[src/verilog/fsab_pkg.sv]
package fsab_pkg;

	// Request mode
	localparam int FSAB_MODE_W = 1;
	localparam logic [FSAB_MODE_W-1:0] FSAB_READ  = 1'b0;
	localparam logic [FSAB_MODE_W-1:0] FSAB_WRITE = 1'b1;

	// Field widths of a bus beat
	localparam int FSAB_DID_W  = 4;   // Device and sub-device ids
	localparam int FSAB_ADDR_W = 31;  // Byte address
	localparam int FSAB_LEN_W  = 4;   // Burst length, 1 to 8
	localparam int FSAB_DATA_W = 64;
	localparam int FSAB_MASK_W = FSAB_DATA_W / 8;  // 1 writes the byte

	// Burst and credit limits
	localparam int FSAB_LEN_MAX         = 8;
	localparam int FSAB_INITIAL_CREDITS = 4;  // Master starts with these

endpackage

[src/verilog/mem_pkg.sv]
package mem_pkg;

	// Command port encoding
	localparam int MEM_CMD_W = 3;
	localparam logic [MEM_CMD_W-1:0] MEM_CMD_WRITE = 3'd0;
	localparam logic [MEM_CMD_W-1:0] MEM_CMD_READ  = 3'd1;

	localparam int MEM_BEAT_BYTES = 8;  // Address step per command

	// Reads allowed in flight toward the response side
	localparam int RESP_CREDITS = 4;

	// Queue sizes follow the bus credits
	localparam int HDR_DEPTH  = fsab_pkg::FSAB_INITIAL_CREDITS;
	localparam int BEAT_DEPTH = fsab_pkg::FSAB_INITIAL_CREDITS * fsab_pkg::FSAB_LEN_MAX;

endpackage

[src/verilog/sync_fifo.sv]
`timescale 1ns/100ps

module sync_fifo #(
	parameter int WIDTH = 8,
	parameter int DEPTH = 4
) (
	input  logic             clk0_tb,
	input  logic             rst0_tb,
	input  logic             push,
	input  logic             pop,
	input  logic [WIDTH-1:0] wr_data,
	output logic [WIDTH-1:0] rd_data,
	output logic             empty,
	output logic             full
);
	localparam int PTR_W = (DEPTH > 1) ? $clog2(DEPTH) : 1;
	localparam int CNT_W = $clog2(DEPTH + 1);

	logic [WIDTH-1:0] mem [DEPTH];
	logic [PTR_W-1:0] wr_ptr;
	logic [PTR_W-1:0] rd_ptr;
	logic [CNT_W-1:0] count;
	logic             do_push;
	logic             do_pop;

	assign do_push = push && !full;   // Overflow is dropped
	assign do_pop  = pop && !empty;
	assign empty   = (count == '0);
	assign full    = (count == CNT_W'(DEPTH));
	assign rd_data = mem[rd_ptr];     // Head visible without a pop

	always_ff @(posedge clk0_tb) begin
		if (do_push)
			mem[wr_ptr] <= wr_data;
	end

	always_ff @(posedge clk0_tb or posedge rst0_tb) begin
		if (rst0_tb) begin
			wr_ptr <= '0;
			rd_ptr <= '0;
			count  <= '0;
		end else begin
			if (do_push)
				wr_ptr <= (wr_ptr == PTR_W'(DEPTH - 1)) ? '0 : wr_ptr + 1'b1;
			if (do_pop)
				rd_ptr <= (rd_ptr == PTR_W'(DEPTH - 1)) ? '0 : rd_ptr + 1'b1;
			count <= count + CNT_W'(do_push) - CNT_W'(do_pop);
		end
	end

endmodule

[src/verilog/req_queue.sv]
`timescale 1ns/100ps

module req_queue import fsab_pkg::*, mem_pkg::*; (
	input  logic                   clk0_tb,
	input  logic                   rst0_tb,
	input  logic                   fsabo_valid,
	input  logic [FSAB_MODE_W-1:0] fsabo_mode,
	input  logic [FSAB_DID_W-1:0]  fsabo_did,
	input  logic [FSAB_DID_W-1:0]  fsabo_subdid,
	input  logic [FSAB_ADDR_W-1:0] fsabo_addr,
	input  logic [FSAB_LEN_W-1:0]  fsabo_len,
	input  logic                   burst_active,
	input  logic                   req_done,
	input  logic                   hdr_pop,
	output logic                   req_ready,
	output logic [FSAB_MODE_W-1:0] hdr_mode,
	output logic [FSAB_DID_W-1:0]  hdr_did,
	output logic [FSAB_DID_W-1:0]  hdr_subdid,
	output logic [FSAB_ADDR_W-1:0] hdr_addr,
	output logic [FSAB_LEN_W-1:0]  hdr_len
);
	localparam int HDR_W = FSAB_MODE_W + 2 * FSAB_DID_W + FSAB_ADDR_W + FSAB_LEN_W;
	localparam int CNT_W = $clog2(HDR_DEPTH + 1);

	logic             hdr_push;
	logic [HDR_W-1:0] hdr_in;
	logic [HDR_W-1:0] hdr_out;
	logic [CNT_W-1:0] done_cnt;  // Requests with all beats received

	assign hdr_push  = fsabo_valid && !burst_active;  // First beat carries the header
	assign hdr_in    = {fsabo_mode, fsabo_did, fsabo_subdid, fsabo_addr, fsabo_len};
	assign {hdr_mode, hdr_did, hdr_subdid, hdr_addr, hdr_len} = hdr_out;
	assign req_ready = (done_cnt != '0);

	// A write is only counted once its last data beat is queued
	always_ff @(posedge clk0_tb or posedge rst0_tb) begin
		if (rst0_tb)
			done_cnt <= '0;
		else
			done_cnt <= done_cnt + CNT_W'(req_done) - CNT_W'(hdr_pop);
	end

	sync_fifo #(.WIDTH(HDR_W), .DEPTH(HDR_DEPTH)) u_hdr_fifo (
		.clk0_tb, .rst0_tb, .push(hdr_push), .pop(hdr_pop),
		.wr_data(hdr_in), .rd_data(hdr_out), .empty(), .full()
	);

endmodule

[src/verilog/wdata_queue.sv]
`timescale 1ns/100ps

module wdata_queue import fsab_pkg::*, mem_pkg::*; (
	input  logic                   clk0_tb,
	input  logic                   rst0_tb,
	input  logic                   fsabo_valid,
	input  logic [FSAB_MODE_W-1:0] fsabo_mode,
	input  logic [FSAB_LEN_W-1:0]  fsabo_len,
	input  logic [FSAB_DATA_W-1:0] fsabo_data,
	input  logic [FSAB_MASK_W-1:0] fsabo_mask,
	input  logic                   beat_pop,
	output logic                   burst_active,
	output logic                   req_done,
	output logic [FSAB_DATA_W-1:0] beat_data,
	output logic [FSAB_MASK_W-1:0] beat_mask
);
	localparam int BEAT_W = FSAB_DATA_W + FSAB_MASK_W;

	logic [FSAB_LEN_W-1:0] beats_left;  // Write beats still to come
	logic                  new_req;
	logic                  beat_push;
	logic [BEAT_W-1:0]     beat_out;

	assign burst_active = (beats_left != '0);
	assign new_req      = fsabo_valid && !burst_active;
	assign beat_push    = fsabo_valid && (burst_active || fsabo_mode == FSAB_WRITE);

	// Reads end on their header, writes on the last data beat
	assign req_done = new_req ? (fsabo_mode == FSAB_READ || fsabo_len == 1) :
	                  (fsabo_valid && beats_left == 1);

	always_ff @(posedge clk0_tb or posedge rst0_tb) begin
		if (rst0_tb)
			beats_left <= '0;
		else if (new_req && fsabo_mode == FSAB_WRITE)
			beats_left <= fsabo_len - 1'b1;  // Header beat holds data too
		else if (fsabo_valid && burst_active)
			beats_left <= beats_left - 1'b1;
	end

	assign {beat_data, beat_mask} = beat_out;

	sync_fifo #(.WIDTH(BEAT_W), .DEPTH(BEAT_DEPTH)) u_beat_fifo (
		.clk0_tb, .rst0_tb, .push(beat_push), .pop(beat_pop),
		.wr_data({fsabo_data, fsabo_mask}), .rd_data(beat_out), .empty(), .full()
	);

endmodule

[src/verilog/mem_sequencer.sv]
`timescale 1ns/100ps

module mem_sequencer import fsab_pkg::*, mem_pkg::*; (
	input  logic                   clk0_tb,
	input  logic                   rst0_tb,
	input  logic                   req_ready,
	input  logic [FSAB_MODE_W-1:0] hdr_mode,
	input  logic [FSAB_DID_W-1:0]  hdr_did,
	input  logic [FSAB_DID_W-1:0]  hdr_subdid,
	input  logic [FSAB_ADDR_W-1:0] hdr_addr,
	input  logic [FSAB_LEN_W-1:0]  hdr_len,
	input  logic [FSAB_DATA_W-1:0] beat_data,
	input  logic [FSAB_MASK_W-1:0] beat_mask,
	input  logic                   resp_done,
	input  logic                   mem_cmd_afull,
	input  logic                   mem_wdf_afull,
	input  logic                   mem_init_done,
	output logic                   hdr_pop,
	output logic                   beat_pop,
	output logic                   tag_push,
	output logic [FSAB_DID_W-1:0]  tag_did,
	output logic [FSAB_DID_W-1:0]  tag_subdid,
	output logic [FSAB_LEN_W-1:0]  tag_len,
	output logic                   fsabo_credit,
	output logic                   mem_cmd_wren,
	output logic [MEM_CMD_W-1:0]   mem_cmd,
	output logic [FSAB_ADDR_W-1:0] mem_addr,
	output logic                   mem_wdf_wren,
	output logic [FSAB_DATA_W-1:0] mem_wdf_data,
	output logic [FSAB_MASK_W-1:0] mem_wdf_mask
);
	localparam int RC_W = $clog2(RESP_CREDITS + 1);

	logic                   active;      // Request popped, commands pending
	logic [FSAB_MODE_W-1:0] cur_mode;
	logic [FSAB_ADDR_W-1:0] cur_addr;
	logic [FSAB_LEN_W-1:0]  beats_left;
	logic [RC_W-1:0]        resp_credits;
	logic                   is_write;
	logic                   issue;

	// A read takes its response credit when it leaves the header queue
	assign hdr_pop  = !active && req_ready &&
	                  (hdr_mode == FSAB_WRITE || (resp_credits != '0 && mem_init_done));
	assign tag_push = hdr_pop && (hdr_mode == FSAB_READ);
	assign tag_did    = hdr_did;
	assign tag_subdid = hdr_subdid;
	assign tag_len    = hdr_len;

	assign is_write = (cur_mode == FSAB_WRITE);
	assign issue    = active && !mem_cmd_afull && !(is_write && mem_wdf_afull);

	assign mem_cmd_wren = issue;
	assign mem_cmd      = is_write ? MEM_CMD_WRITE : MEM_CMD_READ;
	assign mem_addr     = cur_addr;
	assign mem_wdf_wren = issue && is_write;  // Data goes with its command
	assign mem_wdf_data = beat_data;
	assign mem_wdf_mask = beat_mask;           // Same polarity as the bus
	assign beat_pop     = mem_wdf_wren;
	assign fsabo_credit = issue && (beats_left == 1);  // Last command of the request

	always_ff @(posedge clk0_tb or posedge rst0_tb) begin
		if (rst0_tb) begin
			active     <= 1'b0;
			beats_left <= '0;
		end else if (hdr_pop) begin
			active     <= 1'b1;
			beats_left <= hdr_len;
		end else if (issue) begin
			active     <= (beats_left != 1);
			beats_left <= beats_left - 1'b1;
		end
	end

	// Held under back-pressure, so a stalled command is retried unchanged
	always_ff @(posedge clk0_tb) begin
		if (hdr_pop) begin
			cur_mode <= hdr_mode;
			cur_addr <= hdr_addr;
		end else if (issue)
			cur_addr <= cur_addr + FSAB_ADDR_W'(MEM_BEAT_BYTES);
	end

	always_ff @(posedge clk0_tb or posedge rst0_tb) begin
		if (rst0_tb)
			resp_credits <= RC_W'(RESP_CREDITS);
		else if (tag_push && !resp_done)
			resp_credits <= resp_credits - 1'b1;
		else if (resp_done && !tag_push)
			resp_credits <= resp_credits + 1'b1;
	end

endmodule

[src/verilog/read_return.sv]
`timescale 1ns/100ps

module read_return import fsab_pkg::*, mem_pkg::*; (
	input  logic                   clk0_tb,
	input  logic                   rst0_tb,
	input  logic                   tag_push,
	input  logic [FSAB_DID_W-1:0]  tag_did,
	input  logic [FSAB_DID_W-1:0]  tag_subdid,
	input  logic [FSAB_LEN_W-1:0]  tag_len,
	input  logic                   mem_rd_valid,
	input  logic [FSAB_DATA_W-1:0] mem_rd_data,
	output logic                   resp_done,
	output logic                   fsabi_valid,
	output logic [FSAB_DID_W-1:0]  fsabi_did,
	output logic [FSAB_DID_W-1:0]  fsabi_subdid,
	output logic [FSAB_DATA_W-1:0] fsabi_data
);
	localparam int TAG_W = 2 * FSAB_DID_W + FSAB_LEN_W;

	logic [TAG_W-1:0]       tag_out;
	logic [FSAB_DID_W-1:0]  head_did;
	logic [FSAB_DID_W-1:0]  head_subdid;
	logic [FSAB_LEN_W-1:0]  head_len;
	logic [FSAB_LEN_W-1:0]  beats_left;  // Beats still owed to the current burst
	logic [FSAB_DATA_W-1:0] data_head;
	logic                   tag_empty;
	logic                   data_empty;
	logic                   beat_go;
	logic                   tag_pop;
	logic                   last_beat;

	assign {head_did, head_subdid, head_len} = tag_out;
	assign beat_go   = !data_empty && (beats_left != '0 || !tag_empty);
	assign tag_pop   = beat_go && (beats_left == '0);  // New burst starts
	assign last_beat = tag_pop ? (head_len == 1) : (beats_left == 1);

	always_ff @(posedge clk0_tb or posedge rst0_tb) begin
		if (rst0_tb) begin
			beats_left  <= '0;
			fsabi_valid <= 1'b0;
			resp_done   <= 1'b0;
		end else begin
			fsabi_valid <= beat_go;
			resp_done   <= beat_go && last_beat;  // Frees a response credit
			if (tag_pop)
				beats_left <= head_len - 1'b1;
			else if (beat_go)
				beats_left <= beats_left - 1'b1;
		end
	end

	always_ff @(posedge clk0_tb) begin
		if (beat_go)
			fsabi_data <= data_head;
		if (tag_pop) begin
			fsabi_did    <= head_did;
			fsabi_subdid <= head_subdid;
		end
	end

	sync_fifo #(.WIDTH(TAG_W), .DEPTH(HDR_DEPTH)) u_tag_fifo (
		.clk0_tb, .rst0_tb, .push(tag_push), .pop(tag_pop),
		.wr_data({tag_did, tag_subdid, tag_len}), .rd_data(tag_out),
		.empty(tag_empty), .full()
	);

	sync_fifo #(.WIDTH(FSAB_DATA_W), .DEPTH(BEAT_DEPTH)) u_data_fifo (
		.clk0_tb, .rst0_tb, .push(mem_rd_valid), .pop(beat_go),
		.wr_data(mem_rd_data), .rd_data(data_head), .empty(data_empty), .full()
	);

endmodule

[src/verilog/fsab_mem_bridge.sv]
`timescale 1ns/100ps

module fsab_mem_bridge import fsab_pkg::*, mem_pkg::*; (
	input  logic                   clk0_tb,
	input  logic                   rst0_tb,
	input  logic                   fsabo_valid,   // Bus request side
	input  logic [FSAB_MODE_W-1:0] fsabo_mode,
	input  logic [FSAB_DID_W-1:0]  fsabo_did,
	input  logic [FSAB_DID_W-1:0]  fsabo_subdid,
	input  logic [FSAB_ADDR_W-1:0] fsabo_addr,
	input  logic [FSAB_LEN_W-1:0]  fsabo_len,
	input  logic [FSAB_DATA_W-1:0] fsabo_data,
	input  logic [FSAB_MASK_W-1:0] fsabo_mask,
	output logic                   fsabo_credit,
	output logic                   mem_cmd_wren,  // Memory controller side
	output logic [MEM_CMD_W-1:0]   mem_cmd,
	output logic [FSAB_ADDR_W-1:0] mem_addr,
	output logic                   mem_wdf_wren,
	output logic [FSAB_DATA_W-1:0] mem_wdf_data,
	output logic [FSAB_MASK_W-1:0] mem_wdf_mask,
	input  logic                   mem_cmd_afull,
	input  logic                   mem_wdf_afull,
	input  logic                   mem_rd_valid,
	input  logic [FSAB_DATA_W-1:0] mem_rd_data,
	input  logic                   mem_init_done,
	output logic                   fsabi_valid,   // Bus response side
	output logic [FSAB_DID_W-1:0]  fsabi_did,
	output logic [FSAB_DID_W-1:0]  fsabi_subdid,
	output logic [FSAB_DATA_W-1:0] fsabi_data
);
	logic                   burst_active, req_done, req_ready, hdr_pop;
	logic [FSAB_MODE_W-1:0] hdr_mode;
	logic [FSAB_DID_W-1:0]  hdr_did, hdr_subdid;
	logic [FSAB_ADDR_W-1:0] hdr_addr;
	logic [FSAB_LEN_W-1:0]  hdr_len;
	logic                   beat_pop;
	logic [FSAB_DATA_W-1:0] beat_data;
	logic [FSAB_MASK_W-1:0] beat_mask;
	logic                   tag_push, resp_done;
	logic [FSAB_DID_W-1:0]  tag_did, tag_subdid;
	logic [FSAB_LEN_W-1:0]  tag_len;

	// Port names match the nets, so the blocks connect by name
	req_queue     u_req_queue     (.*);
	wdata_queue   u_wdata_queue   (.*);
	mem_sequencer u_mem_sequencer (.*);
	read_return   u_read_return   (.*);

endmodule

[config.mk]
export PLATFORM = sky130hd
export DESIGN_NAME = fsab_mem_bridge
export DESIGN_NICKNAME = d
export VERILOG_FILES = /design/src/verilog/fsab_pkg.sv /design/src/verilog/mem_pkg.sv /design/src/verilog/sync_fifo.sv /design/src/verilog/req_queue.sv /design/src/verilog/wdata_queue.sv /design/src/verilog/mem_sequencer.sv /design/src/verilog/read_return.sv /design/src/verilog/fsab_mem_bridge.sv
export SDC_FILE = /design/constraint.sdc
export NUM_CORES = 2
export LEC_CHECK = 0
export CAP_MARGIN = 20
export CORE_MARGIN = 2
export CORE_UTILIZATION = 25
export DETAILED_ROUTE_END_ITERATION = 7
export DONT_BUFFER_PORTS = 1
export REMOVE_ABC_BUFFERS = 1
export SETUP_SLACK_MARGIN = 0.1
export SLEW_MARGIN = 20
export SYNTH_ARGS = -nofsm -noshare
export SYNTH_HDL_FRONTEND = slang
export SYNTH_MEMORY_MAX_BITS = 65536
export SYNTH_SLANG_ARGS = --single-unit
[constraint.sdc]
create_clock -name clk0_tb -period 6.8 [get_ports clk0_tb]
set_input_delay 0.68 -clock clk0_tb [delete_from_list [all_inputs] [get_ports clk0_tb]]
set_output_delay 0.68 -clock clk0_tb [all_outputs]
set_load 0.01 [all_outputs]
==> flow_metrics.env <==
export IMPL_dp_slack_ns=2.600
export IMPL_synth_cell_types=63
export IMPL_synth_area_leaders="edfxtp_1 (78%), mux4_2 (18%), dfrtp_1 (0.91%)"
export IMPL_h_tree_depth=5
export IMPL_drive_above_1_share_pct=31.51
export IMPL_nNetsFinal=8029
export IMPL_ant_nets=0
export IMPL_final_cell_mix="edfxtp_1 (4680), mux4_2 (1408), clkbuf_16 (472), mux2_2 (143), buf_12 (124)"
export IMPL_wirelength_um=442000
export IMPL_initial_utilization_pct=25.08
export IMPL_routed_via_density=4.472
export IMPL_fillCellCount=69109
export IMPL_ios=369
export IMPL_report_final_slew_viol_count=0
export IMPL_cts_buffers=471
export IMPL_arrival_ns=4.25
export IMPL_grt_max_degree=106
export IMPL_clk_path_buf_depth=4
export IMPL_synthSimpleGateAreaFrac_pct=0.7979
export IMPL_tightest_slew_ns=1.188
export IMPL_fp_dieW_um=854.8
export IMPL_crit_path_end_kind="output pin"
export IMPL_leakagePower_uw=0.06362
export IMPL_clock_sinks=4747
export IMPL_overflow=0
export IMPL_fin_ws_ns=1.870
export IMPL_die_y_um=854.8
export IMPL_required_ns=6.12
export IMPL_clockRootBuffer="clkbuf_16"
export IMPL_crit_path_cell_trace="buf_12 > buf_12 > mux4_2 > mux4_2 > mux2_2"
export IMPL_fp_dieArea_sq_um=730700
export IMPL_synth_top_family_by_area="multiplexers"
export IMPL_final_common_cell="edfxtp_1"
export IMPL_synth_async_reset_ratio_pct=1.411
export IMPL_finClkSkew_ns=0.1315
export IMPL_postCtsHoldBufs=228
export IMPL_hold_viol=0
export IMPL_synthToLayoutAreaGrowth_pct=17.05
export IMPL_grt_pass1_vias=81882
export IMPL_synth_top_area_cell="edfxtp_1"
export IMPL_firstDrtPassIters=5
export IMPL_synth_edff_count=4680
export IMPL_drcViolationCount=0
export IMPL_hold_class="in2reg"
export IMPL_path_class="reg2out"
export IMPL_max_freq_ghz=0.2028
export IMPL_synth_compound_area_share_pct=0.4100
export IMPL_gr_usage_all_layers_pct=11.67
export IMPL_synth_top_cell_area_share_pct=77.66
export IMPL_layout_cells_non_filler=17776
export IMPL_netlist_area_sq_um=181000
export IMPL_io_buffers=0
export IMPL_core_area_sq_um=721400
export IMPL_post_cts_resized=0
export IMPL_yosysWarnings=0
export IMPL_grt_pass1_wl_um=624100
export IMPL_slew_headroom_pct=20.57
export IMPL_status="completed"
export IMPL_vdd_drop_max_v=0.0003110
export IMPL_cp_start_kind="flop"
export IMPL_cpMaxStageDelayCell="dfrtp_4"
export IMPL_setup_viol=0
export IMPL_rsz0062_at_grt="false"
export IMPL_synth_flop_cell="edfxtp_1"
export IMPL_synthAdderAreaFrac_pct=0.4881
export IMPL_cts_tree="built"
export IMPL_synth_seq_cells=4747
export IMPL_synth_mux_area_fraction_pct=18.54
export IMPL_post_place_cells=16647
export IMPL_clkLatencyLatePin_ns=1.07
export IMPL_drtIter0Drc=8785
export IMPL_finalCritPeriodShare_pct=72.51
export IMPL_dp_hpwl_um=229500
export IMPL_vias=79492
export IMPL_netlist_instances=7252
export IMPL_critical_path_max_stage_delay_ns=0.93
export IMPL_synth_xor_xnor_area_share_pct=0.1549
export IMPL_placementRows=312
export IMPL_maxCapViolCount=0
export IMPL_cts_setup_buffers=0
export IMPL_syn_area_per_cell_sq_um=24.95
export IMPL_place_gp_congestion=0.7110
export IMPL_power_density_nw_per_um2=386.3
export IMPL_antenna_found_initial=64
export IMPL_yosysSeqAreaShare_pct=78.59
export IMPL_crit_fanout=51
export IMPL_drt_wirelength_per_cell_um=24.86
export IMPL_path_clk_slew_ns=0.06
export IMPL_min_period_ns=4.930
-- worst paths after layout --
kind | startpoint | cells after the start | slack, ns | endpoint
worst min-delay path | mem_wdf_afull | 4 | 0.13 | u_mem_sequencer.beats_left[2]$_DFFE_PP0P_
worst max register to register | u_wdata_queue.beats_left[0]$_DFFE_PP0P_ | 9 | 2.59 | u_wdata_queue.u_beat_fifo.mem[31][63]$_DFFE_PP_
min in group asynchronous | rst0_tb | 2 | 0.23 | u_mem_sequencer.beats_left[2]$_DFFE_PP0P_
worst max-delay path | u_wdata_queue.u_beat_fifo.rd_ptr[0]$_DFFE_PP0P_ | 5 | 1.87 | mem_wdf_data[31]
worst min register to register | u_mem_sequencer.resp_credits[0]$_DFFE_PP0P_ | 1 | 0.52 | u_mem_sequencer.resp_credits[0]$_DFFE_PP0P_
max in group asynchronous | rst0_tb | 3 | 5.41 | u_read_return.u_data_fifo.rd_ptr[4]$_DFFE_PP0P_
-- Yosys cell counts (3+ instances only) --
cell type / n
edfxtp_1: 4680
mux4_2: 1408
clkbuf_1: 173
mux2_2: 143
nor2_1: 114
buf_2: 91
inv_1: 73
dfrtp_1: 66
buf_1: 65
ha_1: 61
nand2_1: 44
o21ai_0: 30
a21oi_1: 26
buf_4: 18
mux2i_1: 18
xor2_1: 17
nand3_1: 16
nor3_1: 16
or3_1: 16
a31oi_1: 15
and2_1: 15
xnor2_1: 15
o31ai_1: 10
and3_1: 9
nand3b_1: 9
buf_6: 8
nand4_1: 7
or4_1: 7
a21o_1: 6
fa_1: 6
nand2b_1: 6
and4_1: 5
a221oi_1: 4
a22o_1: 4
mux2_1: 4
nor4_1: 4
nor3b_1: 3
nor4b_1: 3
o211ai_1: 3
-- critical path, delay by kind of cell, from the launching register on --
kind                   cells  cell delay [ns]
buffers and inverters      2             0.76
flip-flops                 1             0.93
multiplexers               3             1.45
-- where the power goes --
group	switching [uW]	internal, uW
registers	1460	34500
clock network	11300	14100
logic	10700	9800
-- metal layers --
layer  up-vias  part of all wire (%)  global-route usage, %  wire (um)
met2      2727                    50                  20.11     222500
met1     43513                    41                  15.21     179100
met5         -                 0.077                      0        339
met4        52                   2.1                  2.426       9149
met3       652                   7.0                  2.434      30880
li1      32548                     -                      -          -
-- area by class of cell --
| type | count | area [sq um] | area share (%) |
|---|---|---|---|
| multi-input cells | 2078 | 37410 | 17.66 |
| clock buffers | 574 | 12190 | 5.757 |
| flip-flops and latches | 4747 | 142200 | 67.16 |
| well taps | 9577 | 11980 | 5.657 |
| diodes | 29 | 72.57 | 0.03426 |
| inverters | 73 | 287.8 | 0.1359 |
| repair buffers | 404 | 4765 | 2.249 |
| clock inverters | 294 | 2850 | 1.346 |
-- per-stage QoR --
step / util (%) / setup TNS (ns) / area, sq um / power [uW] / hold WS [ns]
6_report: 29.36 / 0 / 211800 / 81820 / 0.1294
4_1_cts: 29.38 / 0 / 212000 / 82970 / 0.002904
3_3_place_gp: 26.92 / 0 / 194200 / 56970 / 0.4996
3_5_place_dp: 26.92 / 0 / 194200 / 57010 / 0.5067
2_1_floorplan: - / -2293.06 / 179400 / 50660 / 0.4685
5_1_grt: 29.35 / 0 / 211800 / 85090 / 0.09735
-- cell families (layout without fill, tap and decap cells) --
group | count (synthesis) | in the layout
xor+xnor | 32 | 32
mux | 1573 | 1573
fa+ha+maj | 67 | 67
compound gates | 116 | 116
buf+inv | 428 | 1345
flops | 4747 | 4747
simple gates | 288 | 288
other cells | 1 | 31
-- sequential cells by signal, indices dropped and copies added, names as in the netlist, 5 cells and up --
name	flops
u_mem_sequencer.mem_addr	31
u_wdata_queue.u_beat_fifo.mem	2304
u_read_return.u_data_fifo.rd_ptr	5
u_req_queue.u_hdr_fifo.mem	176
u_read_return.u_tag_fifo.mem	48
u_read_return.u_data_fifo.count	6
u_read_return.u_data_fifo.mem	2048
u_read_return.fsabi_data	64
u_wdata_queue.u_beat_fifo.rd_ptr	5
u_wdata_queue.u_beat_fifo.count	6
u_read_return.u_data_fifo.wr_ptr	5
u_wdata_queue.u_beat_fifo.wr_ptr	5
No activity file was read; power rests on OpenSTA's default activity.
